--- config.mk ---
export PLATFORM = sky130hd
export DESIGN_NAME = i2c_bit_engine
export DESIGN_NICKNAME = d
export VERILOG_FILES = /design/src/bus_op_pkg.sv /design/src/eeprom_cmd_pkg.sv /design/src/i2c_bit_engine.sv
export VERILOG_INCLUDE_DIRS = /design/src
export SDC_FILE = /design/constraint.sdc
export NUM_CORES = 1
export LEC_CHECK = 0
export BUFFER_PORTS_ARGS = -buffer_cell sky130_fd_sc_hd__buf_2
export CAP_MARGIN = 20
export CORE_ASPECT_RATIO = 1.4
export CORE_UTILIZATION = 45
export DETAILED_ROUTE_END_ITERATION = 10
export HOLD_SLACK_MARGIN = 0.08
export PLACE_DENSITY = 0.68
export SLEW_MARGIN = 15
export SYNTH_ARGS = -nofsm -noshare
export SYNTH_HDL_FRONTEND = slang
export SYNTH_SLANG_ARGS = --single-unit
--- constraint.sdc ---
create_clock -name CLK -period 2.8 [get_ports CLK]
set_clock_uncertainty 0.1 [all_clocks]
set_input_delay 0.14 -clock CLK [delete_from_list [all_inputs] [get_ports CLK]]
set_output_delay 0.14 -clock CLK [all_outputs]
set_load 0.05 [all_outputs]
--- src/eeprom_defs.svh ---
`ifndef EEPROM_DEFS_SVH
`define EEPROM_DEFS_SVH

// clk cycles per quarter of an scl period, kept short for simulation
`define SCL_QUARTER 2

// bus operations buffered between sequencer and bit engine
`define OP_FIFO_DEPTH 4

// 24Cxx device type code, upper nibble of the control byte
`define DEV_CODE 4'b1010

`endif

--- src/bus_op_pkg.sv ---
package bus_op_pkg;

    // op_start gives a repeated start when the bus is already taken
    typedef enum logic [1:0]
    {
        op_start,
        op_write,
        op_read,
        op_stop
    } op_code_t;

    // {op_code_t, payload}, payload only meaningful for op_write
    typedef logic [9:0] bus_op_t;

    typedef enum logic [2:0]
    {
        idle,
        fetch,
        start,
        shift,
        ack_slot,
        stop
    } bit_state_t;

endpackage

--- src/eeprom_cmd_pkg.sv ---
package eeprom_cmd_pkg;

    // byte address inside the 2 KB array, bits 10:8 select the block
    typedef logic [10:0] addr_t;

    typedef logic [7:0] data_t;

    // host command sequencer
    typedef enum logic [1:0]
    {
        idle,
        issue,
        wait_done
    } seq_state_t;

endpackage

--- src/i2c_bit_engine.sv ---
`include "eeprom_defs.svh"

module i2c_bit_engine
(
    input  logic                  CLK,
    input  logic                  RESET,
    input  bus_op_pkg::bus_op_t   op_head,
    input  logic                  op_empty,
    input  logic                  sda_in,
    output logic                  op_pop,
    output logic                  scl,
    output logic                  sda_drive_low,
    output eeprom_cmd_pkg::data_t rdata,
    output logic                  nack,
    output logic                  done
);

    localparam int QW = $clog2(`SCL_QUARTER + 1);

    bus_op_pkg::bit_state_t state;
    bus_op_pkg::op_code_t   op_q;
    bus_op_pkg::op_code_t   head_code;
    eeprom_cmd_pkg::data_t  shreg;
    logic [QW-1:0]          q_cnt;
    logic [1:0]             phase;   // quarter within the bit
    logic [2:0]             bit_cnt;
    logic                   bus_active; // start sent, no stop yet
    logic                   active;
    logic                   tick;
    logic                   sample;
    logic                   bit_end;
    logic                   scl_lvl;
    logic                   sda_lvl;

    assign head_code = bus_op_pkg::op_code_t'(op_head[9:8]);
    assign op_pop    = (state == bus_op_pkg::fetch) && !op_empty;
    assign active    = state inside {bus_op_pkg::start, bus_op_pkg::shift,
                                     bus_op_pkg::ack_slot, bus_op_pkg::stop};
    assign tick      = active && (q_cnt == QW'(`SCL_QUARTER - 1));
    assign sample    = tick && (phase == 2'd2); // end of scl high time
    assign bit_end   = tick && (phase == 2'd3);

    // bus levels for the current quarter
    always_comb
    begin
        scl_lvl = (phase == 2'd1) || (phase == 2'd2);
        sda_lvl = 1'b0;
        case (state)
            bus_op_pkg::start: sda_lvl = phase[1]; // falls while scl high
            bus_op_pkg::shift: sda_lvl = (op_q == bus_op_pkg::op_write) && !shreg[7];
            bus_op_pkg::stop:
            begin
                scl_lvl = (phase != 2'd0);
                sda_lvl = !phase[1]; // rises while scl high
            end
            default: ; // ack slot and nack leave sda released
        endcase
    end

    always_ff @(posedge CLK)
    begin
        if (RESET)
        begin
            state         <= bus_op_pkg::idle;
            q_cnt         <= '0;
            phase         <= '0;
            bit_cnt       <= '0;
            bus_active    <= 1'b0;
            scl           <= 1'b1;
            sda_drive_low <= 1'b0;
            nack          <= 1'b0;
            done          <= 1'b0;
        end
        else
        begin
            done  <= bit_end && (state == bus_op_pkg::stop);
            q_cnt <= (tick || !active) ? '0 : q_cnt + 1'b1;
            if (tick)
                phase <= phase + 2'd1;
            if (active)
            begin
                scl           <= scl_lvl;
                sda_drive_low <= sda_lvl;
            end
            case (state)
                bus_op_pkg::idle:
                if (!op_empty)
                    state <= bus_op_pkg::fetch;
                bus_op_pkg::fetch:
                if (!op_empty)
                begin
                    case (head_code)
                        bus_op_pkg::op_start:
                        begin
                            if (!bus_active)
                                nack <= 1'b0; // new transaction
                            state <= bus_op_pkg::start;
                        end
                        bus_op_pkg::op_stop: state <= bus_op_pkg::stop;
                        default: state <= bus_op_pkg::shift;
                    endcase
                end
                bus_op_pkg::start:
                if (bit_end)
                begin
                    bus_active <= 1'b1;
                    state      <= bus_op_pkg::fetch;
                end
                bus_op_pkg::shift:
                if (bit_end)
                begin
                    bit_cnt <= bit_cnt + 3'd1;
                    if (bit_cnt == 3'd7)
                        state <= bus_op_pkg::ack_slot;
                end
                bus_op_pkg::ack_slot:
                begin
                    if (sample && op_q == bus_op_pkg::op_write && sda_in)
                        nack <= 1'b1; // slave did not pull sda low
                    if (bit_end)
                        state <= bus_op_pkg::fetch;
                end
                bus_op_pkg::stop:
                if (bit_end)
                begin
                    bus_active <= 1'b0;
                    state      <= bus_op_pkg::idle;
                end
                default: state <= bus_op_pkg::idle;
            endcase
        end
    end

    always_ff @(posedge CLK)
    begin
        if (op_pop)
        begin
            op_q  <= head_code;
            shreg <= op_head[7:0];
        end
        else if (state == bus_op_pkg::shift)
        begin
            if (op_q == bus_op_pkg::op_read && sample)
                shreg <= {shreg[6:0], sda_in};
            else if (op_q == bus_op_pkg::op_write && bit_end)
                shreg <= {shreg[6:0], 1'b0}; // msb first
        end
        if (state == bus_op_pkg::shift && op_q == bus_op_pkg::op_read
            && sample && bit_cnt == 3'd7)
            rdata <= {shreg[6:0], sda_in};
    end

    sda_stable_while_scl_high: assert property (
        @(posedge CLK) disable iff (RESET)
        ($changed(sda_drive_low) && !(state inside {bus_op_pkg::start, bus_op_pkg::stop}))
            |-> !scl
    );

endmodule
# Word level (Yosys, flattened, before mapping)
# Cells that the tools add are included.
# op_classes
n_eq_ne	23
n_reduce_logical	34
add_sub_neg	3
mux	22
# op_table
op	n
$mux 8	4
$mux 3	6
$pmux 3 s5	1
$logic_and 1x1->1	13
$ne 2x2->1 const B	6
$eq 3x3->1 const B	3
$eq 2x2->1 const B	4
$ne 2x1->1 const B	4
$reduce_bool 2->1	4
$mux 1	7
$eq 2x1->1 const B	3
$eq 3x2->1 const B	2
$pmux 3 s2	1
$reduce_and 6->1	1
$reduce_and 5->1	1
$add 2x1->2 const B	2
$logic_not 1->1	4
$pmux 1 s2	2
$reduce_and 2->1	2
$reduce_bool 4->1	1
$reduce_or 2->1	2
$add 3x1->3 const B	1
$eq 3x1->1 const B	1
$logic_not 3->1	1
other kinds (5)	6
# word_totals
ff_bits	33
inputBits	14
output_inout_bits	13
word_cells	94

# Longest topological paths before layout
# logic_depth
ltp_word	9
depth_mapped	7
depth_no_buf	6

# Least setup slack after synthesis
# OpenSTA, ideal clock, no wires.
# synth_timing
path_type	register -> register
startpoint	register q_cnt[0]
endpoint	register rdata[0], enable pin
stages_incl_launch_ff	5
path_slack_ns	0.604
setup_time_ns	0.398
period_less_slack_ns	2.196
arrival_time_ns	1.698
t_required_ns	2.302
path_buffers	1
path_cell_list	dfxtp_1 ha_1 buf_4 nand4b_1 nor4b_1
# synth_via
elab_chain_len	5
# synth_lines
item	line_no	rtl
start: declaration	i2c_bit_engine.sv:24	logic [QW-1:0] q_cnt;
start signal: assignment	i2c_bit_engine.sv:77	q_cnt <= (tick || !active) ? '0 : q_cnt + 1'b1;
$eq 2x1->1	i2c_bit_engine.sv:39	assign tick = active && (q_cnt == QW'(`SCL_QUARTER - 1));
$logic_and 1x1->1	i2c_bit_engine.sv:39	
$logic_and 1x1->1	i2c_bit_engine.sv:40	assign sample = tick && (phase == 2'd2);
$logic_and 1x1->1 (2 in a row)	i2c_bit_engine.sv:149	&& sample && bit_cnt == 3'd7)
end signal: assignment	i2c_bit_engine.sv:150	rdata <= {shreg[6:0], sda_in};
end: declaration	i2c_bit_engine.sv:13	output eeprom_cmd_pkg::data_t rdata,
# Every way passes these cells.
# A chain may end at the register's enable or synchronous reset.

# Worst setup path in the final report
# layout_timing
startpoint	register state[1]
endpoint	register shreg[4], enable pin
# layout_via
elab_chain_len	7
elab_cells_between_ends	15
classes_between	5 x eq/ne; 10 x reduce/logical
# layout_lines
item	line_no	rtl
start: declaration	i2c_bit_engine.sv:20	bus_op_pkg::bit_state_t state;
start signal: assignment	i2c_bit_engine.sv:64	state <= bus_op_pkg::idle;
start signal: assignment	i2c_bit_engine.sv:88	state <= bus_op_pkg::fetch;
start signal: assignment	i2c_bit_engine.sv:97	state <= bus_op_pkg::start;
$eq 3x2->1 (tied with other cells)	i2c_bit_engine.sv:37	assign active = state inside {bus_op_pkg::start, bus_op_pkg::shift,
$reduce_bool 4->1	i2c_bit_engine.sv:37	
$logic_and 1x1->1	i2c_bit_engine.sv:39	
$logic_and 1x1->1 (on tied branches)	i2c_bit_engine.sv:40, i2c_bit_engine.sv:41	
$logic_and 1x1->1 (on tied branches)	i2c_bit_engine.sv:143, i2c_bit_engine.sv:145	
$reduce_bool 3->1 (no line)	n/a	
$reduce_and 2->1 (no line) *	n/a	
end signal: assignment	i2c_bit_engine.sv:139	shreg <= op_head[7:0];
end signal: assignment	i2c_bit_engine.sv:144	shreg <= {shreg[6:0], sda_in};
end signal: assignment	i2c_bit_engine.sv:146	shreg <= {shreg[6:0], 1'b0};
end: declaration	i2c_bit_engine.sv:23	eeprom_cmd_pkg::data_t shreg;
# Every way passes the cells marked *; elsewhere a longest branch is shown, timed or not.

==> metrics.csv <==
metric,value,unit
ys_types,42,
multiInputGateArea,613.1,um^2
ff_latch_area,840.8,um^2
crit_fanout,14,
grt_pass1_wl,4754,um
path_clk_slew,0.06,ns
initial_core_util,48.17,%
ys_seq_area_share,55.35,%
place_area,0.001667,mm^2
die_h,70.75,um
relSlewSlack,54.86,%
diodes,0,
tightest_slew,0.6757,ns
hold_depth,2,
fillers,275,
met2WireLength,1523,um
yosysTopAreaCell,edfxtp_1,
grt_pass1_vias,1077,
area_growth,21.33,%
synth_commonest_cells,"18 x edfxtp_1, 15 x dfxtp_1, 10 x nor2_1",
dr.pass1.iters,4,
wl_met3,123,um
crit_family,flip-flops,
synth-seq-cells,33,
critPathKind,flip-flop to flip-flop,
hold_path_class,input port to flip-flop,
cts_root_buffer,clkbuf_8,
drtIter0Drc,23,
clk-insertion-delay-late,0.28,ns
drt-met1-wl,1129,um
path_cells,xnor2_1 > nor2_1 > a31oi_1 > o21bai_1,
hold_violations,0,
post-route-drc-count,0,
max_freq,456.7,MHz
cts_tree,yes,
wirelength,2823,um
syn-cell-area,0.001519,mm^2
gp_congestion,0.7685,
cp_num_buf_inv,0,
ir_worst_vdd,0.3461,mV
power_density,551.5,mW/mm^2
setup_viol,0,
io_buffer_count,26,
dieWidth,51.10,um
synth_area_per_cell,12.25,um^2
worst_path_largest_cell_delay,0.69,ns
grt-ovfl-total,0,
synth-async-reset-ratio,0,%
start_kind,flip-flop,
place_ws,0.5793,ns
cts_made_buffers,5,
io_pins,27,
antenna_found_initial,0,
hpwl,2081,um
final_max_slew_viol_count,0,
p_leak,0.7125,nW
drive_gt1_share,25.15,%
synth-edff-count,18,
crit_required,2.61,ns
rows,24,
num-nets-final,183,
rsz0062_at_grt,false,
status,"finished, final reports clean",
grt_max_degree,15,
period_share,78.20,%
h-tree-depth,2,
numClockSinks,33,
synth_top_flop_cell,edfxtp_1,
vias,1091,
crit_slowest_cell,dfxtp_1,
reg2reg_depth,4,
fin_setup_tns,0,ns
grt_usage,18.14,%
fin_cells,202,
dieArea,0.003615,mm^2
synth_warnings,0,
whs,0.07633,ns
dp.cells,185,
fin_area,0.001843,mm^2
vias_per_cell,5.401,
fin_total_pwr,1.016,mW
period_needed,2.190,ns
ant_nets,0,
highest_layer,met4,
finalWorstSetupSlack,0.6103,ns
yosysTopAreaCellShare,35.58,%
cp.arrival,2.00,ns
wl_per_cell,13.98,um
postLayoutCoreUtil,58.45,%
yosysMostFrequentCell,edfxtp_1,
drv_cap,0,
coreArea,0.003153,mm^2
synthesis.nets,144,
cp-end-kind,flip-flop,
crit_cells,4,
cts.path.max_buffers,2,
synth_cells,124,
ctsResizeCount,0,
synth_area_leaders,"edfxtp_1 36%, dfxtp_1 20%, ha_1 4.9%, mux2_1 3.7%, nor2_1 2.5%",
==> worst register-to-register path: cells and delay by family (launching register included) <==
| kind | cells | cell delay, ns |
|---|---|---|
| AND/OR/NAND/NOR | 1 | 0.18 |
| flip-flops | 1 | 0.69 |
| XOR/XNOR | 1 | 0.24 |
| AO/OA/AOI/OAI | 2 | 0.62 |
==> what timing repair did <==
| action | CTS | global route |
|---|---|---|
| buffers inserted | 0 | 0 |
| hold endpoints to repair | 10 | 0 |
| setup endpoints to repair | 0 | 0 |
| hold buffers | 10 | 0 |
==> cells by family (layout without fill, tap and decap cells) <==
kind of cell | count (synthesis) | after routing | share of synthesized area (%)
multiplexers | 10 | 10 | 7.166
flip-flops | 33 | 33 | 55.35
adder cells (fa/ha/maj) | 6 | 6 | 4.942
XOR/XNOR | 3 | 3 | 1.730
AND/OR/NAND/NOR | 36 | 36 | 15.40
buffers and inverters | 11 | 50 | 4.283
AO/OA/AOI/OAI | 25 | 25 | 11.12
==> final timing paths <==
check	startpoint	endpoint	slack (ns)
min reg2reg	shreg[1]	rdata[2]	0.35
max reg2reg	state[1]	shreg[4]	0.61
max	state[1]	shreg[4]	0.61
min	op_head[7]	shreg[7]	0.08
==> cells in the final DEF (no fill, tap or decap), types with 6 or more instances in the layout <==
cell           instances
dlygate4sd3_1         10
dfxtp_1               15
nor2_1                10
buf_2                 26
edfxtp_1              18
nand2_1                6
ha_1                   6
==> registers in the layout, summed over array words and instances, names as in the netlist <==
name,flops
scl,1
rdata,8
q_cnt,2
bus_active,1
bit_cnt,3
nack,1
done,1
sda_drive_low,1
phase,2
op_q,2
state,3
shreg,8
==> where the power goes <==
part | total [mW] | switching, mW | internal, mW
Sequential | 0.566 | 0.0287 | 0.537
Clock | 0.320 | 0.153 | 0.167
Combinational | 0.130 | 0.0697 | 0.0608
==> layout make-up <==
cell class                      count  area share (%)
Timing Repair Buffer               38           13.31
Multi-Input combinational cell     80           33.27
Sequential cell                    33           45.62
Inverter                            5           1.018
Clock inverter                      1          0.2037
Clock buffer                        6           3.938
Tap cell                           39           2.648
==> layer usage <==
metal	up-vias	global-route usage, %
li1	539	-
met1	509	18.86
met2	38	32.60
met3	5	5.806
met4	0	7.407
met5	-	0
Power figures use the tool's default switching activity.
