<file path="src/eeprom_defs.svh">
`ifndef EEPROM_DEFS_SVH
`define EEPROM_DEFS_SVH

// clk cycles per quarter of an scl period, kept short for simulation
`define SCL_QUARTER 2

// bus operations buffered between sequencer and bit engine
`define OP_FIFO_DEPTH 4

// 24Cxx device type code, upper nibble of the control byte
`define DEV_CODE 4'b1010

`endif

</file>
<file path="src/bus_op_pkg.sv">
package bus_op_pkg;

    // op_start gives a repeated start when the bus is already taken
    typedef enum logic [1:0]
    {
        op_start,
        op_write,
        op_read,
        op_stop
    } op_code_t;

    // {op_code_t, payload}, payload only meaningful for op_write
    typedef logic [9:0] bus_op_t;

    typedef enum logic [2:0]
    {
        idle,
        fetch,
        start,
        shift,
        ack_slot,
        stop
    } bit_state_t;

endpackage

</file>
<file path="src/eeprom_cmd_pkg.sv">
package eeprom_cmd_pkg;

    // byte address inside the 2 KB array, bits 10:8 select the block
    typedef logic [10:0] addr_t;

    typedef logic [7:0] data_t;

    // host command sequencer
    typedef enum logic [1:0]
    {
        idle,
        issue,
        wait_done
    } seq_state_t;

endpackage

</file>
<file path="src/eeprom_sequencer.sv">
`include "eeprom_defs.svh"

module eeprom_sequencer
(
    input  logic                  CLK,
    input  logic                  RESET,
    input  logic                  wr,
    input  logic                  rd,
    input  eeprom_cmd_pkg::addr_t addr,
    input  eeprom_cmd_pkg::data_t wdata,
    input  logic                  op_full,
    input  logic                  done,
    output logic                  busy,
    output logic                  op_push,
    output bus_op_pkg::bus_op_t   op_word
);

    eeprom_cmd_pkg::seq_state_t state;
    eeprom_cmd_pkg::addr_t      addr_q;
    eeprom_cmd_pkg::data_t      wdata_q;
    eeprom_cmd_pkg::data_t      payload;
    bus_op_pkg::op_code_t       code;
    logic                       is_read;
    logic [2:0]                 op_idx;
    logic                       last_op;

    // write list is start, ctrl_w, addr_lo, data, stop
    // read list is start, ctrl_w, addr_lo, start, ctrl_r, read, stop
    always_comb
    begin
        code    = bus_op_pkg::op_stop;
        payload = '0;
        case (op_idx)
            3'd0: code = bus_op_pkg::op_start;
            3'd1:
            begin
                code    = bus_op_pkg::op_write;
                payload = {`DEV_CODE, addr_q[10:8], 1'b0};
            end
            3'd2:
            begin
                code    = bus_op_pkg::op_write;
                payload = addr_q[7:0];
            end
            3'd3:
            begin
                code    = is_read ? bus_op_pkg::op_start : bus_op_pkg::op_write;
                payload = wdata_q;
            end
            3'd4:
            begin
                code    = is_read ? bus_op_pkg::op_write : bus_op_pkg::op_stop;
                payload = {`DEV_CODE, addr_q[10:8], 1'b1}; // read control byte
            end
            3'd5: code = bus_op_pkg::op_read;
            default: code = bus_op_pkg::op_stop;
        endcase
    end

    assign last_op = is_read ? (op_idx == 3'd6) : (op_idx == 3'd4);
    assign op_word = {code, payload};
    assign op_push = (state == eeprom_cmd_pkg::issue);
    assign busy    = (state != eeprom_cmd_pkg::idle);

    always_ff @(posedge CLK)
    begin
        if (RESET)
        begin
            state   <= eeprom_cmd_pkg::idle;
            op_idx  <= '0;
            is_read <= 1'b0;
        end
        else
        begin
            case (state)
                eeprom_cmd_pkg::idle:
                if (wr || rd)
                begin
                    is_read <= !wr; // wr has priority
                    op_idx  <= '0;
                    state   <= eeprom_cmd_pkg::issue;
                end
                eeprom_cmd_pkg::issue:
                if (!op_full)
                begin
                    op_idx <= op_idx + 3'd1;
                    if (last_op)
                        state <= eeprom_cmd_pkg::wait_done;
                end
                eeprom_cmd_pkg::wait_done:
                if (done)
                    state <= eeprom_cmd_pkg::idle;
                default: state <= eeprom_cmd_pkg::idle;
            endcase
        end
    end

    always_ff @(posedge CLK)
    begin
        if (state == eeprom_cmd_pkg::idle && (wr || rd))
        begin
            addr_q  <= addr;
            wdata_q <= wdata;
        end
    end

    // the engine signals done only on a stop
    last_push_is_stop: assert property (
        @(posedge CLK) disable iff (RESET)
        (op_push && last_op) |-> (code == bus_op_pkg::op_stop)
    );

    // the engine may only finish a stop that this sequencer queued
    done_only_when_waiting: assert property (
        @(posedge CLK) disable iff (RESET)
        done |-> (state == eeprom_cmd_pkg::wait_done)
    );

endmodule

</file>
<file path="config.mk">
export PLATFORM = sky130hd
export DESIGN_NAME = eeprom_sequencer
export DESIGN_NICKNAME = d
export VERILOG_FILES = /design/src/bus_op_pkg.sv /design/src/eeprom_cmd_pkg.sv /design/src/eeprom_sequencer.sv
export VERILOG_INCLUDE_DIRS = /design/src
export SDC_FILE = /design/constraint.sdc
export NUM_CORES = 1
export LEC_CHECK = 0
export ABC_AREA = 1
export CORE_UTILIZATION = 27
export CTS_BUF_LIST = sky130_fd_sc_hd__clkbuf_16
export CTS_CLUSTER_SIZE = 16
export DETAILED_ROUTE_END_ITERATION = 16
export DONT_BUFFER_PORTS = 1
export GPL_ROUTABILITY_DRIVEN = 1
export PLACE_DENSITY_LB_ADDON = 0.08
export SYNTH_ARGS = -nofsm -noshare
export SYNTH_HDL_FRONTEND = slang
export SYNTH_SLANG_ARGS = --single-unit
export TNS_END_PERCENT = 20
</file>
<file path="constraint.sdc">
create_clock -name CLK -period 3.9 [get_ports CLK]
set_clock_uncertainty 0.05 [all_clocks]
set_input_delay 0 -clock CLK [delete_from_list [all_inputs] [get_ports CLK]]
set_output_delay 0 -clock CLK [all_outputs]
set_load 0.01 [all_outputs]
</file>
# Word-level counts from Yosys, hierarchy flattened
# Cells that the tools add are included.
# word_totals
out_inout_bits	12
romBits	0
mem_count	0
latchBits	0
regBits	25
word_cells	42
ramBits	0
in_bits	25
# op_classes
addsub	1
shift	0
eq_ne	12
order_cmp	0
n_reduce_logical	11
mux	13
bitwise	0
multipliers	0
n_div	0
# ops
op	count
8-bit one-hot mux with 4 select lines	1
2-bit 2-to-1 mux	5
2-bit one-hot mux with 5 select lines	1
3-bit == test (second input constant)	3
3-bit by 2-bit == test with 1-bit output (second input constant)	2
3-bit 2-to-1 mux	2
2-bit != test (second input constant)	3
2-bit one-hot mux with 3 select lines	1
3-bit one-hot mux with 2 select lines	1
4-bit AND reduction	1
2-bit nonzero test	2
3-bit by 1-bit adder with 3-bit output (second input constant)	1
3-bit by 1-bit == test with 1-bit output (second input constant)	1
3-bit zero test	1
3-bit AND reduction	1
2-bit by 1-bit == test with 1-bit output (second input constant)	1
2-bit == test (second input constant)	1
2-bit zero test	1
1-bit 2-to-1 mux	2
2-bit by 1-bit != test with 1-bit output (second input constant)	1
2-bit AND reduction	1
2-bit OR reduction	1
1-bit logical AND	1
1-bit zero test	1
1-bit logical OR	1

# Depth between registers and ports, before layout
# Gate-level depths: netlist of run 1.
# logic_depth
ltp_word	5
mapped_depth	8
mapped_depth_nobuf	8

# Worst setup path before layout of run 1
# OpenSTA, ideal clock, no wires.
# synth_timing
kind	reg2reg
start	reg state[1]
end	reg addr_q[0], enable pin
arrival_ns	1.038
stages_incl_launch_ff	4
path_slack_ns	2.437
path_cell_list	dfxtp_1 -> nor2_2 -> o21ai_2 -> inv_1
# synth_via
elab_chain_len	2
# synth_lines
element	line_no	text
start: declaration	eeprom_sequencer.sv:18	eeprom_cmd_pkg::seq_state_t state;
start signal: assignment	eeprom_sequencer.sv:69	state <= eeprom_cmd_pkg::idle;
start signal: assignment	eeprom_sequencer.sv:81	state <= eeprom_cmd_pkg::issue;
start signal: assignment	eeprom_sequencer.sv:88	state <= eeprom_cmd_pkg::wait_done;
2-bit zero test	eeprom_sequencer.sv:100	if (state == eeprom_cmd_pkg::idle && (wr || rd))
1-bit logical AND	eeprom_sequencer.sv:100	
end signal: assignment	eeprom_sequencer.sv:102	addr_q <= addr;
end: declaration	eeprom_sequencer.sv:19	eeprom_cmd_pkg::addr_t addr_q;
# Every way passes these cells.
# A chain may end at the register's enable or synchronous reset.

# Worst setup path in the final report of run 1
# layout_timing
start	reg state[1]
end	reg op_idx[2]
# layout_via
elab_chain_len	3
word_cells_on_any_way	7
cone_classes	3 x eq/ne; 1 x mux; 3 x reduce/logical
# layout_lines
element	line_no	text
2-bit by 1-bit == test with 1-bit output or 2-bit zero test (tied branches)	eeprom_sequencer.sv:75	case (state)
2-bit != test (no line) or 2-bit nonzero test (tied branches)	--	
3-bit AND reduction (no line)	--	
end signal: assignment	eeprom_sequencer.sv:86	op_idx <= op_idx + 3'd1;
end: declaration	eeprom_sequencer.sv:24	logic [2:0] op_idx;
# Several ways; a longest one is shown, not always the timed one.

==> results of run 1 <==
flip-flops by register name, summed over array words and instances (netlist names):
name / flops
addr_q: 11
op_idx: 3
is_read: 1
wdata_q: 8
state: 2
cell type report:
cell class,count,area share [%]
inverters,15,3.62
clock inverters,1,0.482
well taps,50,4.02
repair buffers,24,15.4
multi-input cells,79,27.3
flip-flops and latches,25,44.4
clock buffers,3,4.82
how the worst min path moves through the flow:
stage	end	slack [ns]	cells after the start
after CTS	op_idx[1]$_SDFFE_PP0P_	0.01	4
after global placement	op_idx[2]$_SDFFE_PP0P_	0.02	1
final	op_idx[1]$_SDFFE_PP0P_	0.01	4
after floorplan	op_idx[1]$_SDFFE_PP0P_	0.02	1
after global routing	op_idx[0]$_SDFFE_PP0P_	0.03	4
after detailed placement	op_idx[2]$_SDFFE_PP0P_	0.03	1
routing by layer:
| layer | track usage (%) | part of all wire, % | vias up |
|---|---|---|---|
| li1 | - | - | 456 |
| met1 | 13.6 | 44 | 411 |
| met2 | 18.4 | 49 | 20 |
| met3 | 3.67 | 5.4 | 4 |
| met4 | 4.43 | 1.3 | 0 |
| met5 | 0 | 0 | - |
where the power goes:
group	internal, mW	total (mW)	leakage [nW]	switching (mW)
clock	0.139	0.229	0.0371	0.0903
combinational	0.0759	0.232	0.332	0.156
sequential	0.385	0.417	0.235	0.0318
total	0.600	0.878	0.604	0.278
kinds of logic after synthesis:
family          Yosys count  synth area share, %
flops                    25                 58.8
fa+ha+maj                 5                 5.32
compound gates           19                 8.84
simple gates             55                 21.9
buf+inv                  16                 5.11
critical path: stages (launching register included):
cell and delay (ns):
dfxtp_1 0.36, nor2_2 0.21, o21ai_2 0.08, dlygate4sd3_1 0.58, nand2_1 0.09, o22ai_1 0.07, inv_1 0.05, nor2_1 0.03
dlygate4sd3_1 0.54
cells in the final DEF, fill, tap and decap left out:
cell type / instances
inv_2: 3
o21ai_0: 3
a21oi_1: 13
nand3b_1: 1
nand2_1: 27
nand3_1: 6
nor3_1: 2
nor2_1: 10
nand2_4: 1
clkbuf_16: 3
a31o_1: 1
o21ai_2: 1
ha_1: 5
dfxtp_1: 6
o22ai_1: 1
inv_1: 12
dlygate4sd3_1: 24
nor2_2: 2
nor2_4: 2
nand2_2: 4
edfxtp_1: 19
clkinvlp_4: 1
stage by stage:
stage	total power, mW	instances	worst slack, ns	util, %	cell area (um2)
after global routing	0.931	197	1.62	38.1	1560
after floorplan	0.585	120	2.44	-	1170
final	0.878	197	1.73	38.1	1560
after CTS	0.889	197	1.73	38.1	1560
after global placement	0.634	169	2.26	30.2	1230
after detailed placement	0.634	169	2.23	30.2	1230
==> results.json, run 1 <==
{
  "cts_root_buffer": "clkbuf_16",
  "grt_max_degree": 22,
  "cp-startpoint": "state[1]$_SDFFE_PP0P_",
  "wl_per_cell_um": 12.1,
  "syn_nets": 150,
  "setup-tns-final_ns": 0,
  "cts_setup_buffers": 0,
  "cts_buffer_depth": 2,
  "setup_viol_count_final": 0,
  "crit_end": "op_idx[2]$_SDFFE_PP0P_",
  "netlist.area_leader.share_pct": 48.6,
  "synthFlopType": "edfxtp_1",
  "critPathKind": "reg -> reg",
  "worst-r2r-cell-count": 8,
  "seq_area_frac_synth_pct": 58.8,
  "rsz0062_at_grt": "no",
  "drt_iter0_drc": 27,
  "ioPinCount": 37,
  "yosysMostFrequentCell": "nand2_1",
  "track_usage_pct": 11.3,
  "port_buffers": 0,
  "synth_edf_count": 19,
  "initial_core_util_pct": 28.8,
  "first_global_vias": 818,
  "cp_max_fo": 4,
  "ys.warnings.count": 0,
  "netlist_top_cells_area": "edfxtp_1 49%, dfxtp_1 10%, nand2_1 8.6%, a21oi_1 5.5%, ha_1 5.3%",
  "required_ns": 4.00,
  "ys_ff_latch": 25,
  "cts_hold_buffers": 24,
  "r2r_setup_slack_ns": 1.73,
  "dieArea_um2": 4620,
  "p_leak_nw": 0.604,
  "firstDrtPassIters": 4,
  "syn_inst": 120,
  "rr_endpoint": "op_idx[2]$_SDFFE_PP0P_",
  "fmax_ghz": 0.460,
  "route.antenna.remaining_nets": 0,
  "arrival_ns": 2.27,
  "regArea_um2": 691,
  "n_fill_cell": 409,
  "area_growth_pct": 32.5,
  "netlist_top_cells_count": "27 x nand2_1, 19 x edfxtp_1, 13 x a21oi_1",
  "avgSynthCellArea_um2": 9.79,
  "drive_gt1_share_pct": 11.6,
  "hold_viol_final": 0,
  "end_kind": "register",
  "core_area_um2": 4090,
  "tritoncts.num_buffers": 3,
  "min_from": "op_full",
  "async_flop_share_pct": 0,
  "slew_viol_final": 0,
  "hpwl_mm": 1.69,
  "ir_worst_vdd_v": 0.000189,
  "worst_pin_slew_ns": 0.751,
  "yosys.area.top_type": "edfxtp_1",
  "die_w_um": 68.0,
  "grt_remaining_overflow": 0,
  "synthesis.area_um2": 1170,
  "vias": 891,
  "fp-row-count": 23,
  "finalCritPeriodShare_pct": 55.7,
  "ys_types": 20,
  "r2r_start": "state[1]$_SDFFE_PP0P_",
  "min_period_ns": 2.17,
  "cts_htree_levels": 1,
  "clkSinkCount": 25,
  "power_per_cell_area_nw_per_um2": 564,
  "drt_wl_total_mm": 2.39,
  "maxSlewHeadroom_pct": 49.9,
  "multi_input_area_um2": 424,
  "cts_resized": 0,
  "insertion_delay_ns": 0.26,
  "n_antenna_cell": 0,
  "viasPerCell": 4.52,
  "gp_congestion": 0.780,
  "drv_cap": 0,
  "grt_first_pass_wirelength_mm": 3.71,
  "final_net_count": 178,
  "hold_path_class": "in -> reg",
  "cts_tree": "built",
  "remaining_drc_errors": 0,
  "antenna_found_initial": 0,
  "status": "complete, no violations",
  "path_clk_slew_ns": 0.06,
  "die_h_um": 68.0,
  "hold_slack_ns": 0.0112,
  "startpoint_type": "register"
}
Power figures use the tool's default switching activity.
==> run 2, diff against run 1 <==
==> constraint.sdc (replaced) <==
create_clock -name CLK -period 1.8 [get_ports CLK]
set_clock_uncertainty 0.05 [all_clocks]
set_input_delay 0 -clock CLK [delete_from_list [all_inputs] [get_ports CLK]]
set_output_delay 0 -clock CLK [all_outputs]
set_load 0.01 [all_outputs]
==> results.json, run 2 (same netlist as run 1, synthesis figures left out) <==
{
  "die_h_um": 68.0,
  "swShare_pct": 31.6,
  "rr_endpoint": "op_idx[2]$_SDFFE_PP0P_",
  "hold_path_class": "in -> reg",
  "finalCritPeriodShare_pct": 93.1,
  "min_from": "op_full",
  "largest_reg_flops": 11,
  "grt_max_degree": 22,
  "arrival_ns": 1.63,
  "port_buffers": 0,
  "top_register": "addr_q",
  "n_antenna_cell": 0,
  "tritoncts.num_buffers": 3,
  "cts_tree": "built",
  "core_area_um2": 4090,
  "end_kind": "output pin",
  "drv_cap": 0,
  "regArea_um2": 692,
  "gp_congestion": 0.682,
  "critPathKind": "reg -> out",
  "clock_power_share_pct": 25.3,
  "dieArea_um2": 4620,
  "fp-row-count": 23,
  "dr_wl_met3_um": 94,
  "cp_max_fo": 8,
  "cts_root_buffer": "clkbuf_16",
  "fmax_ghz": 0.597,
  "drive_gt1_share_pct": 13.5,
  "hpwl_mm": 1.74,
  "track_usage_pct": 11.3,
  "cp-startpoint": "op_idx[0]$_SDFFE_PP0P_",
  "clkSinkCount": 25,
  "power_frac_seq_pct": 47.2,
  "ioPinCount": 37,
  "hold_viol_final": 0,
  "reg.largest.list": "addr_q: 11 flops, wdata_q: 8 flops, op_idx: 3 flops",
  "hold_path_depth": 5,
  "worstHoldEndpoint": "state[1]$_SDFFE_PP0P_",
  "startpoint_type": "register",
  "maxSlewHeadroom_pct": 78.8,
  "drt_iter0_drc": 23,
  "initial_core_util_pct": 28.8,
  "path_clk_slew_ns": 0.06,
  "viasPerCell": 4.61,
  "grt_remaining_overflow": 0,
  "first_global_vias": 863,
  "power_per_cell_area_nw_per_um2": 1220,
  "cts_buffer_depth": 2,
  "r2r_start": "state[1]$_SDFFE_PP0P_",
  "ir_worst_vdd_v": 0.000609,
  "die_w_um": 68.0,
  "required_ns": 1.75,
  "cts_htree_levels": 1,
  "highest_layer": "met3",
  "wl_met1_mm": 1.10,
  "firstDrtPassIters": 4,
  "rsz0062_at_grt": "no",
  "setup-tns-final_ns": 0,
  "layout.cells.most_common": "nand2_1",
  "hold_slack_ns": 0.0338,
  "n_fill_cell": 426,
  "wl_met2_mm": 1.25,
  "remaining_drc_errors": 0,
  "p_sw_mw": 0.606,
  "slew_viol_final": 0,
  "final_net_count": 179,
  "antenna_found_initial": 0,
  "route.antenna.remaining_nets": 0,
  "final_cell_mix": "27 x nand2_1, 24 x dlygate4sd3_1, 19 x edfxtp_1",
  "grt_first_pass_wirelength_mm": 3.82,
  "insertion_delay_ns": 0.25,
  "share_comb_of_total_power_pct": 27.5,
  "area_growth_pct": 33.2,
  "r2r_setup_slack_ns": 0.16,
  "status": "complete, no violations",
  "drt_wl_total_mm": 2.44,
  "worst-r2r-cell-count": 7,
  "setup_viol_count_final": 0,
  "p_total_mw": 1.92,
  "vias": 912,
  "worst_pin_slew_ns": 0.318,
  "min_period_ns": 1.68,
  "multi_input_area_um2": 427,
  "internal-power_mw": 1.31,
  "p_leak_nw": 0.609,
  "wl_per_cell_um": 12.3
}
run 2: what timing repair did:
item | CTS | global route
hold endpoints to repair | 25 | 0
setup endpoints to repair | 0 | 9
hold buffers | 24 | 0
resized for setup | 0 | 2
buffers inserted | 0 | 0
run 2: metrics by stage:
step | utilization [%] | area [um2] | setup slack (ns) | std cells
floorplan | - | 1170 | 0.337 | 120
global placement | 30.4 | 1240 | 0.361 | 170
detailed placement | 30.4 | 1240 | 0.344 | 170
CTS | 38.2 | 1560 | 0.0556 | 198
global route | 38.3 | 1570 | 0.0224 | 198
finish | 38.3 | 1570 | 0.125 | 198
run 2: area by class of cell:
class,instances,area share [%]
Clock inverter,1,0.320
Tap cell,50,4.00
Clock buffer,3,4.80
Multi-Input combinational cell,79,27.3
Sequential cell,25,44.2
Timing Repair Buffer,25,15.8
Inverter,15,3.60
run 2: how the worst max path moves through the flow:
stage | to | slack [ns] | cells after the start
final | op_word[2] | 0.12 | 8
after global routing | op_word[7] | 0.02 | 6
after CTS | op_word[0] | 0.06 | 7
after detailed placement | op_word[0] | 0.34 | 7
after global placement | op_word[0] | 0.36 | 7
after floorplan | addr_q[0]$_DFFE_PP_ | 0.34 | 3
run 2: power groups by stage:
stage	combinational, mW	sequential, mW	clock, mW
6_report	0.526	0.905	0.485
5_1_grt	0.597	0.920	0.517
4_1_cts	0.538	0.904	0.498
3_5_place_dp	0.479	0.916	0
3_3_place_gp	0.485	0.915	0
2_1_floorplan	0.369	0.899	0
run 2: layer usage:
layer,up-vias,track usage (%)
li1,454,-
met3,0,2.83
met2,19,18.5
met5,-,0
met1,439,14.7
met4,0,3.13
run 2: worst max-delay path, stage by stage (launching register included):
cell	delay, ns
dfxtp_2	0.34
inv_1	0.08
ha_1	0.21
nand2_2	0.08
inv_1	0.25
nand2_1	0.09
nand2_1	0.07
a21oi_1	0.04
nor2_1	0.21
