===== src/eeprom_defs.svh =====
`ifndef EEPROM_DEFS_SVH
`define EEPROM_DEFS_SVH

// clk cycles per quarter of an scl period, kept short for simulation
`define SCL_QUARTER 2

// bus operations buffered between sequencer and bit engine
`define OP_FIFO_DEPTH 4

// 24Cxx device type code, upper nibble of the control byte
`define DEV_CODE 4'b1010

`endif


===== src/bus_op_pkg.sv =====
package bus_op_pkg;

    // op_start gives a repeated start when the bus is already taken
    typedef enum logic [1:0]
    {
        op_start,
        op_write,
        op_read,
        op_stop
    } op_code_t;

    // {op_code_t, payload}, payload only meaningful for op_write
    typedef logic [9:0] bus_op_t;

    typedef enum logic [2:0]
    {
        idle,
        fetch,
        start,
        shift,
        ack_slot,
        stop
    } bit_state_t;

endpackage


===== src/bus_op_fifo.sv =====
`include "eeprom_defs.svh"

module bus_op_fifo
(
    input  logic                CLK,
    input  logic                RESET,
    input  logic                op_push,
    input  bus_op_pkg::bus_op_t op_word,
    input  logic                op_pop,
    output bus_op_pkg::bus_op_t op_head,
    output logic                op_full,
    output logic                op_empty
);

    localparam int DEPTH = `OP_FIFO_DEPTH;
    localparam int PTR_W = $clog2(DEPTH);

    bus_op_pkg::bus_op_t mem [DEPTH];
    logic [PTR_W-1:0]    wr_ptr;
    logic [PTR_W-1:0]    rd_ptr;
    logic [PTR_W:0]      count;
    logic                push_ok;
    logic                pop_ok;

    function automatic logic [PTR_W-1:0] ptr_next(input logic [PTR_W-1:0] p);
        return (p == PTR_W'(DEPTH - 1)) ? '0 : p + 1'b1;
    endfunction

    assign push_ok  = op_push && !op_full;
    assign pop_ok   = op_pop && !op_empty;
    assign op_full  = (count == (PTR_W + 1)'(DEPTH));
    assign op_empty = (count == '0);
    assign op_head  = mem[rd_ptr]; // show-ahead

    always_ff @(posedge CLK)
    begin
        if (RESET)
        begin
            wr_ptr <= '0;
            rd_ptr <= '0;
            count  <= '0;
        end
        else
        begin
            if (push_ok)
                wr_ptr <= ptr_next(wr_ptr);
            if (pop_ok)
                rd_ptr <= ptr_next(rd_ptr);
            case ({push_ok, pop_ok})
                2'b10: count <= count + 1'b1;
                2'b01: count <= count - 1'b1;
                default: ;
            endcase
        end
    end

    always_ff @(posedge CLK)
    begin
        if (push_ok)
            mem[wr_ptr] <= op_word;
    end

    // a push refused by a full buffer stays on offer with the same word
    held_push_keeps_word: assert property (
        @(posedge CLK) disable iff (RESET)
        (op_push && op_full) |=> (op_push && $stable(op_word))
    );

    no_pop_while_empty: assert property (
        @(posedge CLK) disable iff (RESET)
        op_pop |-> !op_empty
    );

endmodule


===== config.mk =====
export PLATFORM = sky130hd
export DESIGN_NAME = bus_op_fifo
export DESIGN_NICKNAME = d
export VERILOG_FILES = /design/src/bus_op_pkg.sv /design/src/bus_op_fifo.sv
export VERILOG_INCLUDE_DIRS = /design/src
export SDC_FILE = /design/constraint.sdc
export NUM_CORES = 1
export LEC_CHECK = 0
export BUFFER_PORTS_ARGS = -buffer_cell sky130_fd_sc_hd__buf_2
export CORE_MARGIN = 2
export CORE_UTILIZATION = 56
export DETAILED_ROUTE_END_ITERATION = 7
export PLACE_DENSITY_LB_ADDON = 0.08
export SYNTH_ARGS = -nofsm -noshare
export SYNTH_HDL_FRONTEND = slang
export SYNTH_SLANG_ARGS = --single-unit

===== constraint.sdc =====
create_clock -name CLK -period 2.65 [get_ports CLK]
set_input_delay 0.53 -clock CLK [delete_from_list [all_inputs] [get_ports CLK]]
set_output_delay 0.53 -clock CLK [all_outputs]
set_load 0.02 [all_outputs]

# Yosys cells after proc, flatten, opt, wreduce, memory -nomap -nowiden
# Memory sizes are Yosys's and may differ from the RTL's. A register that Yosys moved wholly into a read port is not among the register bits.
# Index checks and enable logic that the tools add are counted.
# word_totals
elab_cells	26
output_inout_bits	12
in_bits	14
mem_count	1
reg_bits	7
mem_bits_rw	40
# classes
n_eq_ne	5
addsub	4
n_reduce_logical	6
n_mux	7
# memory_table
memory	words	width	read_ports	rd_clocked_by_memory_dff	wr	line_no	source
mem	4	10	1	1	1	bus_op_fifo.sv:18	bus_op_pkg::bus_op_t mem [DEPTH];
# ops
cell	count
$mux 2	4
$eq 2x2->1 const B	3
$pmux 3 s2	1
$add 2x1->2 const B	2
$add 3x1->3 const B	1
$eq 3x3->1 const B	1
$logic_not 3->1	1
$sub 3x1->3 const B	1
$eq 2x1->1 const B	1
$logic_and 1x1->1	2
$logic_not 1->1	2
$mux 1	2
$reduce_bool 2->1	1

# Depth between registers and ports, before layout
# Gate-level depths: netlist (run 1).
# logic_depth
ltp_word	5
mapped_depth	10
depth_no_buf	9

# Least setup slack after synthesis (run 1)
# OpenSTA, ideal clock, no wires.
# synth_path
path_type	register to register
start	reg count[2]
end	reg count[2]
setup_slack_ns	0.300
n_path_buf	1
setup_time_ns	0.070
synth_period_minus_slack_ns	2.350
path_stages_with_launch	11
arrival_ns	2.280
required_time_ns	2.580
cell_sequence	dfxtp_1 or3b_1 buf_6 and2_4 inv_1 ha_1 inv_1 fa_1 xor2_1 or3_2 a21oi_1
# synth_via
elab_chain_cells	5
word_cells_on_any_way	12
classes_between	add/sub (2); eq/ne (3); mux (1); reduce/logical (6)
# synth_rtl
element	line_no	source
start, declared	bus_op_fifo.sv:21	logic [PTR_W:0] count;
start signal, assigned	bus_op_fifo.sv:50	2'b10: count <= count + 1'b1;
start signal, assigned	bus_op_fifo.sv:51	2'b01: count <= count - 1'b1;
$eq 3x3->1 / $logic_not 3->1 (equally long branches)	bus_op_fifo.sv:31, bus_op_fifo.sv:32	
$logic_not 1->1, on equally long branches	bus_op_fifo.sv:29, bus_op_fifo.sv:30	
$logic_and 1x1->1, on equally long branches	bus_op_fifo.sv:29, bus_op_fifo.sv:30	
$eq 2x1->1 / $eq 2x2->1 (equally long branches)	bus_op_fifo.sv:49	case ({push_ok, pop_ok})
$pmux 3 s2 / $reduce_bool 2->1 (equally long branches)	--	
# Several ways; a longest one is shown, not always the timed one.
# A chain may end at the register's enable or synchronous reset.

# Final worst setup path (run 1)
# Same ends and word-level chain as after synthesis.

==> results of run 1 <==
==> logic make-up after synthesis <==
| group | after synthesis | share of synthesized area, % |
|---|---|---|
| adders and majority gates | 7 | 4.92 |
| and+or+nand+nor | 17 | 5.05 |
| muxes | 11 | 12.2 |
| DFF | 49 | 71.5 |
| xor gates and xnor gates | 2 | 0.906 |
| buffers and inverters | 12 | 2.78 |
| AOI/OAI and AO/OA | 8 | 2.72 |
==> synth_stat cells (all sizes together) <==
| master | count |
|---|---|
| nand2 | 1 |
| xor2 | 2 |
| fa | 1 |
| a21oi | 4 |
| and3 | 4 |
| mux2i | 1 |
| inv | 8 |
| o31ai | 2 |
| nand3 | 2 |
| ha | 6 |
| and2 | 1 |
| nor2 | 4 |
| nor3 | 2 |
| mux4 | 10 |
| o21ai | 1 |
| edfxtp | 40 |
| or3 | 2 |
| a21o | 1 |
| dfxtp | 9 |
| or3b | 1 |
| clkbuf | 1 |
| buf | 3 |
==> through the flow <==
step / instance area [sq um] / worst slack [ns]
2_1_floorplan: 1930 / 0.300
3_3_place_gp: 2110 / 0.357
3_5_place_dp: 2110 / 0.261
4_1_cts: 2180 / 0.227
5_1_grt: 2180 / 0.141
6_report: 2180 / 0.255
==> power by group <==
part | switching, mW | internal (mW)
Sequential | 0.0515 | 0.932
Combinational | 0.316 | 0.246
Clock | 0.210 | 0.192
Total | 0.578 | 1.37
==> worst max-delay path by stage <==
stage	cells after the start	to	from
after floorplan	10	count[2]$_SDFFE_PP0P_	count[2]$_SDFFE_PP0P_
after global placement	9	count[2]$_SDFFE_PP0P_	count[2]$_SDFFE_PP0P_
after detailed placement	9	count[2]$_SDFFE_PP0P_	count[2]$_SDFFE_PP0P_
after CTS	9	count[2]$_SDFFE_PP0P_	count[2]$_SDFFE_PP0P_
after global routing	9	count[2]$_SDFFE_PP0P_	count[2]$_SDFFE_PP0P_
final	9	count[2]$_SDFFE_PP0P_	count[2]$_SDFFE_PP0P_
==> registers in the layout, summed over array words and instances (netlist names), named ones only <==
name	cells
count	3
mem	40
rd_ptr	2
wr_ptr	2
==> cell type report <==
type | count | area [sq um] | share of cell area [%]
Timing Repair Buffer | 27 | 140 | 6.43
Tap cell | 46 | 57.6 | 2.64
Inverter | 8 | 30.0 | 1.38
Multi-Input combinational cell | 45 | 498 | 22.8
Clock inverter | 2 | 35.0 | 1.61
Sequential cell | 49 | 1380 | 63.4
Clock buffer | 5 | 37.5 | 1.72
==> worst register-to-register path: cells and delay by family (launching register included) <==
family,cells,cell delay [ns]
compound gates,1,0.14
xor+xnor,1,0.16
simple gates,3,0.98
flops,1,0.40
buf+inv,2,0.11
fa+ha+maj,2,0.54
==> per-layer routing <==
layer  track usage [%]  up-vias
li1                  -      470
met1              18.2      490
met2              32.3       24
met3              5.77        2
met4              5.83        0
met5                 0        -
==> impl_results.md, run 1 <==
- Number of nets in the final layout: 157
- Worst stage delay on the critical path: 0.40 ns
- Capturing element type of the critical path: register
- Unrepaired setup endpoints after global routing: false
- Total power: 1.95 mW
- CTS tree: yes
- Post-detailed-route DRC marker count: 0
- Power density over cell area: 894 nW/um^2
- Met2 Routed Length: 1.64 mm
- Placement row count: 21
- Critical register-to-register path endpoint: count[2]$_SDFFE_PP0P_
- CP delay by family, top: simple AND/OR/NAND/NOR gates
- Hold Crit Class: in2reg
- Synthesis Warnings: 0
- Share of cells above drive strength 1: 36.0%
- Hold-fix buffers, CTS: 0
- Synthesized netlist net count: 127
- Launch point of the worst hold path: op_word[8]
- Main area contributors after synthesis: edfxtp_1 62%, mux4_2 12%, dfxtp_1 9.3%, ha_1 3.9%, inv_1 1.6%
- Final period utilization: 90.4%
- Reg-to-Reg Start: count[2]$_SDFFE_PP0P_
- Global-route total usage across every layer: 17.3%
- Netlist cell types: 27
- Kind of launch point of the worst setup path: register
- Pin slew with the least headroom to its limit: 0.611 ns
- Commonest non-fill, non-tap cells in the layout: 40 x edfxtp_1, 25 x buf_2, 10 x mux4_2
- Number of inserted diodes: 0
- Die area: 3940 sq um
- CP Cell Sequence: or3b_1 -> and2_4 -> inv_1 -> ha_1 -> inv_1 -> fa_1 -> xor2_1 -> or3_2 -> a21oi_1
- DRT Pass-1 Iters: 4
- Run status: finished clean
- Insertion delay to the later sink of the worst-skew pair: 0.34 ns
- Number of global-route vias before repair: 1,006
- Most common library cell in the layout ignoring fill and taps: edfxtp_1
- Cell at the root of the clock tree: clkbuf_4
- FF-to-FF path depth: 9
- Number of nets with antenna violations after routing: 0
- Crit path max fanout: 5
- RD Place Congestion: 0.647
- Initial antenna violation count: 0
- Wirelength, routed: 3.00 mm
- WL met3: 122 microns
- Worst Skew: 0.00479 ns
- Maxcap violations: 0
- Number of cells on the worst hold path: 1
- Starting utilization of the core area: 57.9%
- Number of DRC markers after the initial detailed-route iteration: 27
- Fill count: 266
- Area growth from synthesis to layout: 12.8%
- Post-synthesis register bit count: 49
- P_leak: 0.807 nW
- Biggest area consumer among synthesized cells: edfxtp_1
- Final std cells w/o fill: 182
- Total setup violations reported at the end of the flow: 0
- Pins Over Slew Limit: 0
- Clock-pin slew reported for the worst setup and hold paths after clock tree synthesis: 0.13 ns
- Routed len/inst: 16.5 microns
- Top cell type's share of synthesized area: 62.1%
- Util after Layout: 65.3%
- First-pass GRT wire length: 4.86 mm
- Data required time at the worst endpoint: 2.93 ns
- Worst setup path category: reg2reg
- CTS resizes: 0
- Count of buffer and inverter cells on the critical path: 2
- Sequential cell area fraction in the yosys report: 71.5%
- Detailed placer's ending HPWL: 2.01 mm
- Register-to-Register Setup Slack: 0.25 ns
- Via Count: 986
- Count of clock tree sinks: 49
- Detailed-routing wirelength on met1: 1.22 mm
- Cell with the largest stage delay on the worst path: dfxtp_1
- X dimension of the die: 62.8 microns
- Highest Signal Layer: met4
- Pin count of the biggest net entering global routing: 15
- Die Height: 62.8 microns
- Time the final worst path needs with I/O delays and setup: 2.40 ns
- I/O pin total: 26
- Mapped cell area: 1930 sq um
- Worst ir drop on vdd: 0.663 mV
- Mean post-synth cell area: 18.2 sq um
- Worst relative slew slack: 58.9%
- Post-CTS Setup Inserts: 0
- Worst Hold Endpoint: mem[2][8]$_DFFE_PP_
- Global route total overflow: 0
- Std-Cell Core Area: 3340 sq um
- Fin Setup TNS: 0 ns
- Via density per instance: 5.42
- Number of buffers between clock root and the deepest sink: 2
- Maximum clock frequency: 0.418 GHz
- Placed instance count: 175
- Worst Hold Slack: 0.395 ns
- Number of port buffers: 25
- Final Hold Violating Endpoints: 0
- Gate count after technology mapping: 106
- TritonCTS buffer count: 5
- Number of H-tree levels: 2
- Most repeated library cell on the critical path: inv_1
- Data arrival time of the critical path: 2.68 ns
No activity file was read; power rests on OpenSTA's default activity.
==> inputs of run 2 (changes only) <==
--- a/config.mk
+++ b/config.mk
@@ -8,9 +8,10 @@
 export LEC_CHECK = 0
 export BUFFER_PORTS_ARGS = -buffer_cell sky130_fd_sc_hd__buf_2
 export CORE_MARGIN = 2
-export CORE_UTILIZATION = 56
+export CORE_UTILIZATION = 50
 export DETAILED_ROUTE_END_ITERATION = 7
 export PLACE_DENSITY_LB_ADDON = 0.08
+export REMOVE_ABC_BUFFERS = 1
 export SYNTH_ARGS = -nofsm -noshare
 export SYNTH_HDL_FRONTEND = slang
 export SYNTH_SLANG_ARGS = --single-unit
==> run 2 against run 1 <==
Non-clock buffer count is the same; setup slack worse by 0.021 ns; highest routed layer unchanged; critical path type unchanged; sequential cell count did not move; routed wire length down 3.2%; critical path depth unchanged; largest power group unchanged; die area grew 11%; global-route usage is 2.0 points lower; power is 0.80% higher.
==> impl_results.md, run 2 (synthesis results as in run 1) <==
- Maximum clock frequency: 0.414 GHz (-0.88%)
- Area growth from synthesis to layout: 13.7%
- Final Hold Violating Endpoints: 0 (unchanged)
- Number of H-tree levels: 2 (unchanged)
- I/O pin total: 26 (unchanged)
- Seq. cell area: 1380 sq um (unchanged)
- Number of nets in the final layout: 157 (unchanged)
- Total power: 1.96 mW (+0.80%)
- Fill count: 301 (+13%)
- Launch point of the worst hold path: op_word[9]
- RD Place Congestion: 0.771 (+19%)
- Wirelength, routed: 2.90 mm (-3.2%)
- Final period utilization: 91.2% (+0.80 points)
- Cell with the largest stage delay on the worst path: or3_2
- Post-CTS Setup Inserts: 0 (unchanged)
- Data required time at the worst endpoint: 2.88 ns (-0.05 ns)
- Total setup violations reported at the end of the flow: 0 (unchanged)
- Number of nets with antenna violations after routing: 0 (unchanged)
- Share of cells above drive strength 1: 35.8% (-0.26 points)
- Cell at the root of the clock tree: clkbuf_8
- Worst setup path category: reg2reg
- Count of clock tree sinks: 49 (unchanged)
- Via density per instance: 5.19 (-4.1%)
- Clock-pin slew reported for the worst setup and hold paths after clock tree synthesis: 0.08 ns (-0.05 ns)
- CTS tree: yes
- CTS resizes: 0 (unchanged)
- Number of buffers between clock root and the deepest sink: 2 (unchanged)
- Critical register-to-register path endpoint: count[2]$_SDFFE_PP0P_
- Maxcap violations: 0 (unchanged)
- Global-route met1 utilization: 17.0% (-1.2 points)
- Pins Over Slew Limit: 0 (unchanged)
- Die area: 4380 sq um (+11%)
- Commonest non-fill, non-tap cells in the layout: 40 x edfxtp_1, 25 x buf_2, 10 x mux4_2
- Top register by number of flip-flops: mem
- FF-to-FF path depth: 9 (unchanged)
- Std-Cell Core Area: 3690 sq um (+11%)
- Power density over cell area: 894 nW/um^2 (about the same)
- Largest registers in the final layout: mem x40, count x3
- Worst ir drop on vdd: 0.424 mV (-36%)
- Hold Crit Class: in2reg
- Most heavily used metal layer in global routing: met2
- DRT Pass-1 Iters: 4 (unchanged)
- Most repeated library cell on the critical path: inv_1
- Number of port buffers: 25 (unchanged)
- Routed len/inst: 15.7 microns (-4.8%)
- Max FFs per register: 40 (unchanged)
- Most common library cell in the layout ignoring fill and taps: edfxtp_1
- Starting utilization of the core area: 52.4% (-5.5 points)
- P_leak: 0.803 nW (-0.45%)
- Unrepaired setup endpoints after global routing: false
- Run status: finished clean
- Worst stage delay on the critical path: 0.43 ns (+0.03 ns)
- Capturing element type of the critical path: register
- Number of inserted diodes: 0 (unchanged)
- Pin count of the biggest net entering global routing: 16 (+1)
- Hold-fix buffers, CTS: 0 (unchanged)
- TritonCTS buffer count: 5 (unchanged)
- Number of global-route vias before repair: 1,010 (+0.40%)
- Reg-to-Reg Start: count[2]$_SDFFE_PP0P_
- Placement row count: 22 (+4.8%)
- Met2 capacity usage during global routing: 26.5% (-5.8 points)
- Pin slew with the least headroom to its limit: 0.536 ns (-0.0753 ns)
- Data arrival time of the critical path: 2.64 ns (-0.04 ns)
- Fin Setup TNS: 0 ns (unchanged)
- Via Count: 961 (-2.5%)
- Global route total overflow: 0 (unchanged)
- Kind of launch point of the worst setup path: register
- Worst Skew: 0.00665 ns (+0.00186 ns)
- Number of DRC markers after the initial detailed-route iteration: 55 (+100%)
- M3 GR Usage: 5.45% (-0.31 points)
- Post-detailed-route DRC marker count: 0 (unchanged)
- Global-route total usage across every layer: 15.3% (-2.0 points)
- X dimension of the die: 66.2 microns (+5.5%)
- Number of cells on the worst hold path: 1 (unchanged)
- Time the final worst path needs with I/O delays and setup: 2.42 ns (+0.0213 ns)
- Initial antenna violation count: 0 (unchanged)
- Register-to-Register Setup Slack: 0.23 ns (-0.02 ns)
- Crit path max fanout: 5 (unchanged)
- CP Cell Sequence: or3b_1 -> and2_4 -> inv_1 -> ha_1 -> inv_1 -> fa_1 -> xor2_1 -> or3_2 -> a21oi_1
- Detailed placer's ending HPWL: 2.04 mm (+1.8%)
- Worst relative slew slack: 64.3% (+5.4 points)
- First-pass GRT wire length: 4.73 mm (-2.7%)
- Die Height: 66.2 microns (+5.5%)
- Area of combinational cells with multiple inputs: 498 sq um (unchanged)
- Insertion delay to the later sink of the worst-skew pair: 0.29 ns (-0.05 ns)
- Worst Hold Endpoint: mem[1][9]$_DFFE_PP_
-- run 2: how the worst max path moves through the flow --
| stage | start | to | depth (start not counted) |
|---|---|---|---|
| after global routing | count[2]$_SDFFE_PP0P_ | count[2]$_SDFFE_PP0P_ | 9 |
| final | count[2]$_SDFFE_PP0P_ | count[2]$_SDFFE_PP0P_ | 9 |
| after CTS | count[2]$_SDFFE_PP0P_ | count[2]$_SDFFE_PP0P_ | 9 |
| after detailed placement | count[2]$_SDFFE_PP0P_ | count[2]$_SDFFE_PP0P_ | 9 |
| after floorplan | count[2]$_SDFFE_PP0P_ | count[2]$_SDFFE_PP0P_ | 9 |
| after global placement | count[2]$_SDFFE_PP0P_ | count[2]$_SDFFE_PP0P_ | 9 |
-- run 2: stage by stage --
stage                     setup slack [ns]  area, sq um  cells  util (%)  hold slack (ns)
after floorplan                      0.309         1910    102         -            0.456
after global placement               0.355         2110    177      57.2            0.477
after detailed placement             0.247         2110    177      57.2            0.486
after CTS                            0.229         2200    185      59.6            0.432
after global routing                 0.110         2200    185      59.6            0.431
final                                0.234         2200    185      59.6            0.445
-- run 2: cell type report --
cell class / count / area share [%]
Clock buffer: 6 / 3.30
Clock inverter: 2 / 0.683
Inverter: 8 / 1.37
Multi-Input combinational cell: 45 / 22.7
Sequential cell: 49 / 62.9
Tap cell: 48 / 2.73
Timing Repair Buffer: 27 / 6.38
-- run 2: layer usage --
| layer | vias to the layer above | wire length, microns | share of wire [%] |
|---|---|---|---|
| met5 | - | 0 | 0 |
| met4 | 0 | 28 | 0.97 |
| met3 | 4 | 134 | 4.6 |
| met2 | 23 | 1530 | 53 |
| met1 | 468 | 1200 | 42 |
| li1 | 466 | - | - |
-- run 2: power breakdown --
group / internal (mW) / switching (mW)
sequential: 0.932 / 0.0537
combinational: 0.247 / 0.316
clock: 0.186 / 0.229
total: 1.37 / 0.598
-- run 2: critical path, delay by kind of cell, from the launching register on --
kind	cells	cell delay [ns]
buffers and inverters	2	0.11
flip-flops	1	0.39
adder cells (fa/ha/maj)	2	0.55
AO/OA/AOI/OAI	1	0.15
XOR/XNOR	1	0.16
AND/OR/NAND/NOR	3	1.00
==> inputs of run 3 (changes only) <==
--- a/config.mk
+++ b/config.mk
@@ -11,7 +11,9 @@
 export CORE_UTILIZATION = 50
 export DETAILED_ROUTE_END_ITERATION = 7
 export PLACE_DENSITY_LB_ADDON = 0.08
+export RECOVER_POWER = 50
 export REMOVE_ABC_BUFFERS = 1
+export SETUP_SLACK_MARGIN = 0.4
 export SYNTH_ARGS = -nofsm -noshare
 export SYNTH_HDL_FRONTEND = slang
 export SYNTH_SLANG_ARGS = --single-unit
==> run 3 against run 2 <==
Non-clock buffer count increased by 3; design area increased by 0.68%; clock skew increased by 0.0011 ns; critical path type unchanged; largest power group unchanged.
==> impl_results.md, run 3 (synthesis results as in run 1) <==
- Largest registers in the final layout: mem x40, count x3
- Placement row count: 22 (unchanged)
- Commonest non-fill, non-tap cells in the layout: 40 x edfxtp_1, 15 x buf_2, 13 x clkbuf_1
- Cell with the largest stage delay on the worst path: or3b_1
- Kind of launch point of the worst setup path: register
- First-pass GRT wire length: 4.87 mm (+3.1%)
- Global-route total usage across every layer: 15.9% (+0.51 points)
- Initial antenna violation count: 0 (unchanged)
- Worst stage delay on the critical path: 0.41 ns (-0.02 ns)
- Total power: 1.99 mW (+1.6%)
- Area growth from synthesis to layout: 14.4%
- Pins Over Slew Limit: 0 (unchanged)
- Starting utilization of the core area: 52.4% (unchanged)
- Number of buffers between clock root and the deepest sink: 2 (unchanged)
- Run status: finished clean
- Worst relative slew slack: 64.4% (+0.12 points)
- Critical register-to-register path endpoint: count[2]$_SDFFE_PP0P_
- Die area: 4380 sq um (unchanged)
- Routed len/inst: 15.9 microns (+1.6%)
- X dimension of the die: 66.2 microns (unchanged)
- Cell at the root of the clock tree: clkbuf_8
- Util after Layout: 60.0% (+0.41 points)
- Capture point of the worst path: count[2]$_SDFFE_PP0P_
- Fill count: 310 (+3.0%)
- Top register by number of flip-flops: mem
- Fin Setup TNS: 0 ns (unchanged)
- FF-to-FF path depth: 9 (unchanged)
- Hold Crit Class: in2reg
- CP Cell Sequence: or3b_1 -> and2_4 -> inv_1 -> ha_2 -> inv_1 -> fa_2 -> xor2_1 -> or3_4 -> a21oi_2
- RD Place Congestion: 0.771 (unchanged)
- Total setup violations reported at the end of the flow: 0 (unchanged)
- Global route total overflow: 0 (unchanged)
- Cell depth of the worst setup path: 9 (unchanged)
- Start point of the critical path: count[1]$_SDFFE_PP0P_
- Number of nets in the final layout: 160 (+1.9%)
- Data arrival time of the critical path: 2.41 ns (-0.23 ns)
- Final Hold Violating Endpoints: 0 (unchanged)
- Register-to-Register Setup Slack: 0.47 ns (+0.23 ns)
- DRT Pass-1 Iters: 4 (unchanged)
- Maximum clock frequency: 0.458 GHz (+11%)
- Max FFs per register: 40 (unchanged)
- I/O pin total: 26 (unchanged)
- Detailed placer's ending HPWL: 2.04 mm (unchanged)
- Post-detailed-route DRC marker count: 0 (unchanged)
- Maxcap violations: 0 (unchanged)
- Number of DRC markers after the initial detailed-route iteration: 58 (+5.5%)
- Number of port buffers: 25 (unchanged)
- Die Height: 66.2 microns (unchanged)
- Via Count: 985 (+2.5%)
- Unrepaired setup endpoints after global routing: false
- Count of clock tree sinks: 49 (unchanged)
- Hold-fix buffers, CTS: 0 (unchanged)
- CTS tree: yes
- Power density over cell area: 902 nW/um^2 (+0.87%)
- Time the final worst path needs with I/O delays and setup: 2.18 ns (-0.234 ns)
- P_leak: 0.786 nW (-2.2%)
- Share of cells above drive strength 1: 30.7% (-5.1 points)
- Via density per instance: 5.24 (+0.86%)
- Number of inserted diodes: 0 (unchanged)
- Pin count of the biggest net entering global routing: 16 (unchanged)
- Clock-pin slew reported for the worst setup and hold paths after clock tree synthesis: 0.08 ns (about the same)
- CP delay by family, top: simple AND/OR/NAND/NOR gates
- Number of H-tree levels: 2 (unchanged)
- Final period utilization: 82.3% (-8.8 points)
- Worst Skew: 0.00773 ns (+0.00108 ns)
- Insertion delay to the later sink of the worst-skew pair: 0.30 ns (about the same)
- Worst setup path category: reg2reg
- Reg-to-Reg Start: count[1]$_SDFFE_PP0P_
- Worst ir drop on vdd: 0.457 mV (+7.9%)
- Pin slew with the least headroom to its limit: 0.530 ns (-0.00632 ns)
- Most common library cell in the layout ignoring fill and taps: edfxtp_1
- Std-Cell Core Area: 3690 sq um (unchanged)
- Count of buffer and inverter cells on the critical path: 2 (unchanged)
- Crit path max fanout: 5 (unchanged)
- Most repeated library cell on the critical path: inv_1
- Number of nets with antenna violations after routing: 0 (unchanged)
- TritonCTS buffer count: 5 (unchanged)
- Wirelength, routed: 2.99 mm (+3.2%)
- Capturing element type of the critical path: register
- Number of global-route vias before repair: 1,031 (+2.1%)
- Data required time at the worst endpoint: 2.88 ns (about the same)
-- run 3: how the worst min path moves through the flow --
stage,endpoint,start,cells past startpoint
floorplan,register,rd_ptr[0]$_SDFFE_PP0P_,2
finish,mem[2][9]$_DFFE_PP_,op_word[9],1
global placement,rd_ptr[0]$_SDFFE_PP0P_,rd_ptr[0]$_SDFFE_PP0P_,2
global route,mem[0][8]$_DFFE_PP_,op_word[8],1
detailed placement,register,rd_ptr[0]$_SDFFE_PP0P_,2
CTS,mem[3][9]$_DFFE_PP_,op_word[9],1
-- run 3: report_power, final --
part | switching [mW] | internal (mW) | leakage [nW] | total, mW
Sequential | 0.0475 | 0.934 | 0.441 | 0.981
Combinational | 0.337 | 0.262 | 0.307 | 0.599
Clock | 0.229 | 0.186 | 0.0374 | 0.414
Total | 0.613 | 1.38 | 0.786 | 1.99
-- run 3: what timing repair did --
action                                 4_1_cts  5_1_grt
endpoints found under the hold margin        0        0
buffers inserted                             3        0
gates resized for setup                      8        1
pin swaps                                    1        3
setup endpoints to repair                    1        1
-- run 3: layout make-up --
| cell class | count | area [sq um] | share of cell area (%) |
|---|---|---|---|
| clock buffer | 6 | 72.6 | 3.28 |
| clock inverter | 2 | 15.0 | 0.679 |
| inverter | 8 | 30.0 | 1.36 |
| multi-input combinational | 45 | 509 | 23.0 |
| sequential | 49 | 1380 | 62.5 |
| tap | 48 | 60.1 | 2.71 |
| timing repair buffer | 30 | 143 | 6.45 |
-- run 3: stage by stage --
stage                     hold WS [ns]  cells  setup slack, ns  instance area, sq um
after detailed placement         0.486    177            0.247                  2110
final                            0.483    188            0.468                  2210
after global routing             0.490    188            0.371                  2210
after floorplan                  0.456    102            0.309                  1910
after CTS                        0.432    188            0.409                  2240
after global placement           0.477    177            0.355                  2110
-- run 3: layer usage --
layer | global-route usage [%] | vias up | part of all wire [%]
met5 | 0 | - | 0
met4 | 6.63 | 0 | 1.5
met3 | 5.45 | 5 | 4.4
met2 | 28.0 | 21 | 52
met1 | 17.2 | 489 | 42
li1 | - | 470 | -
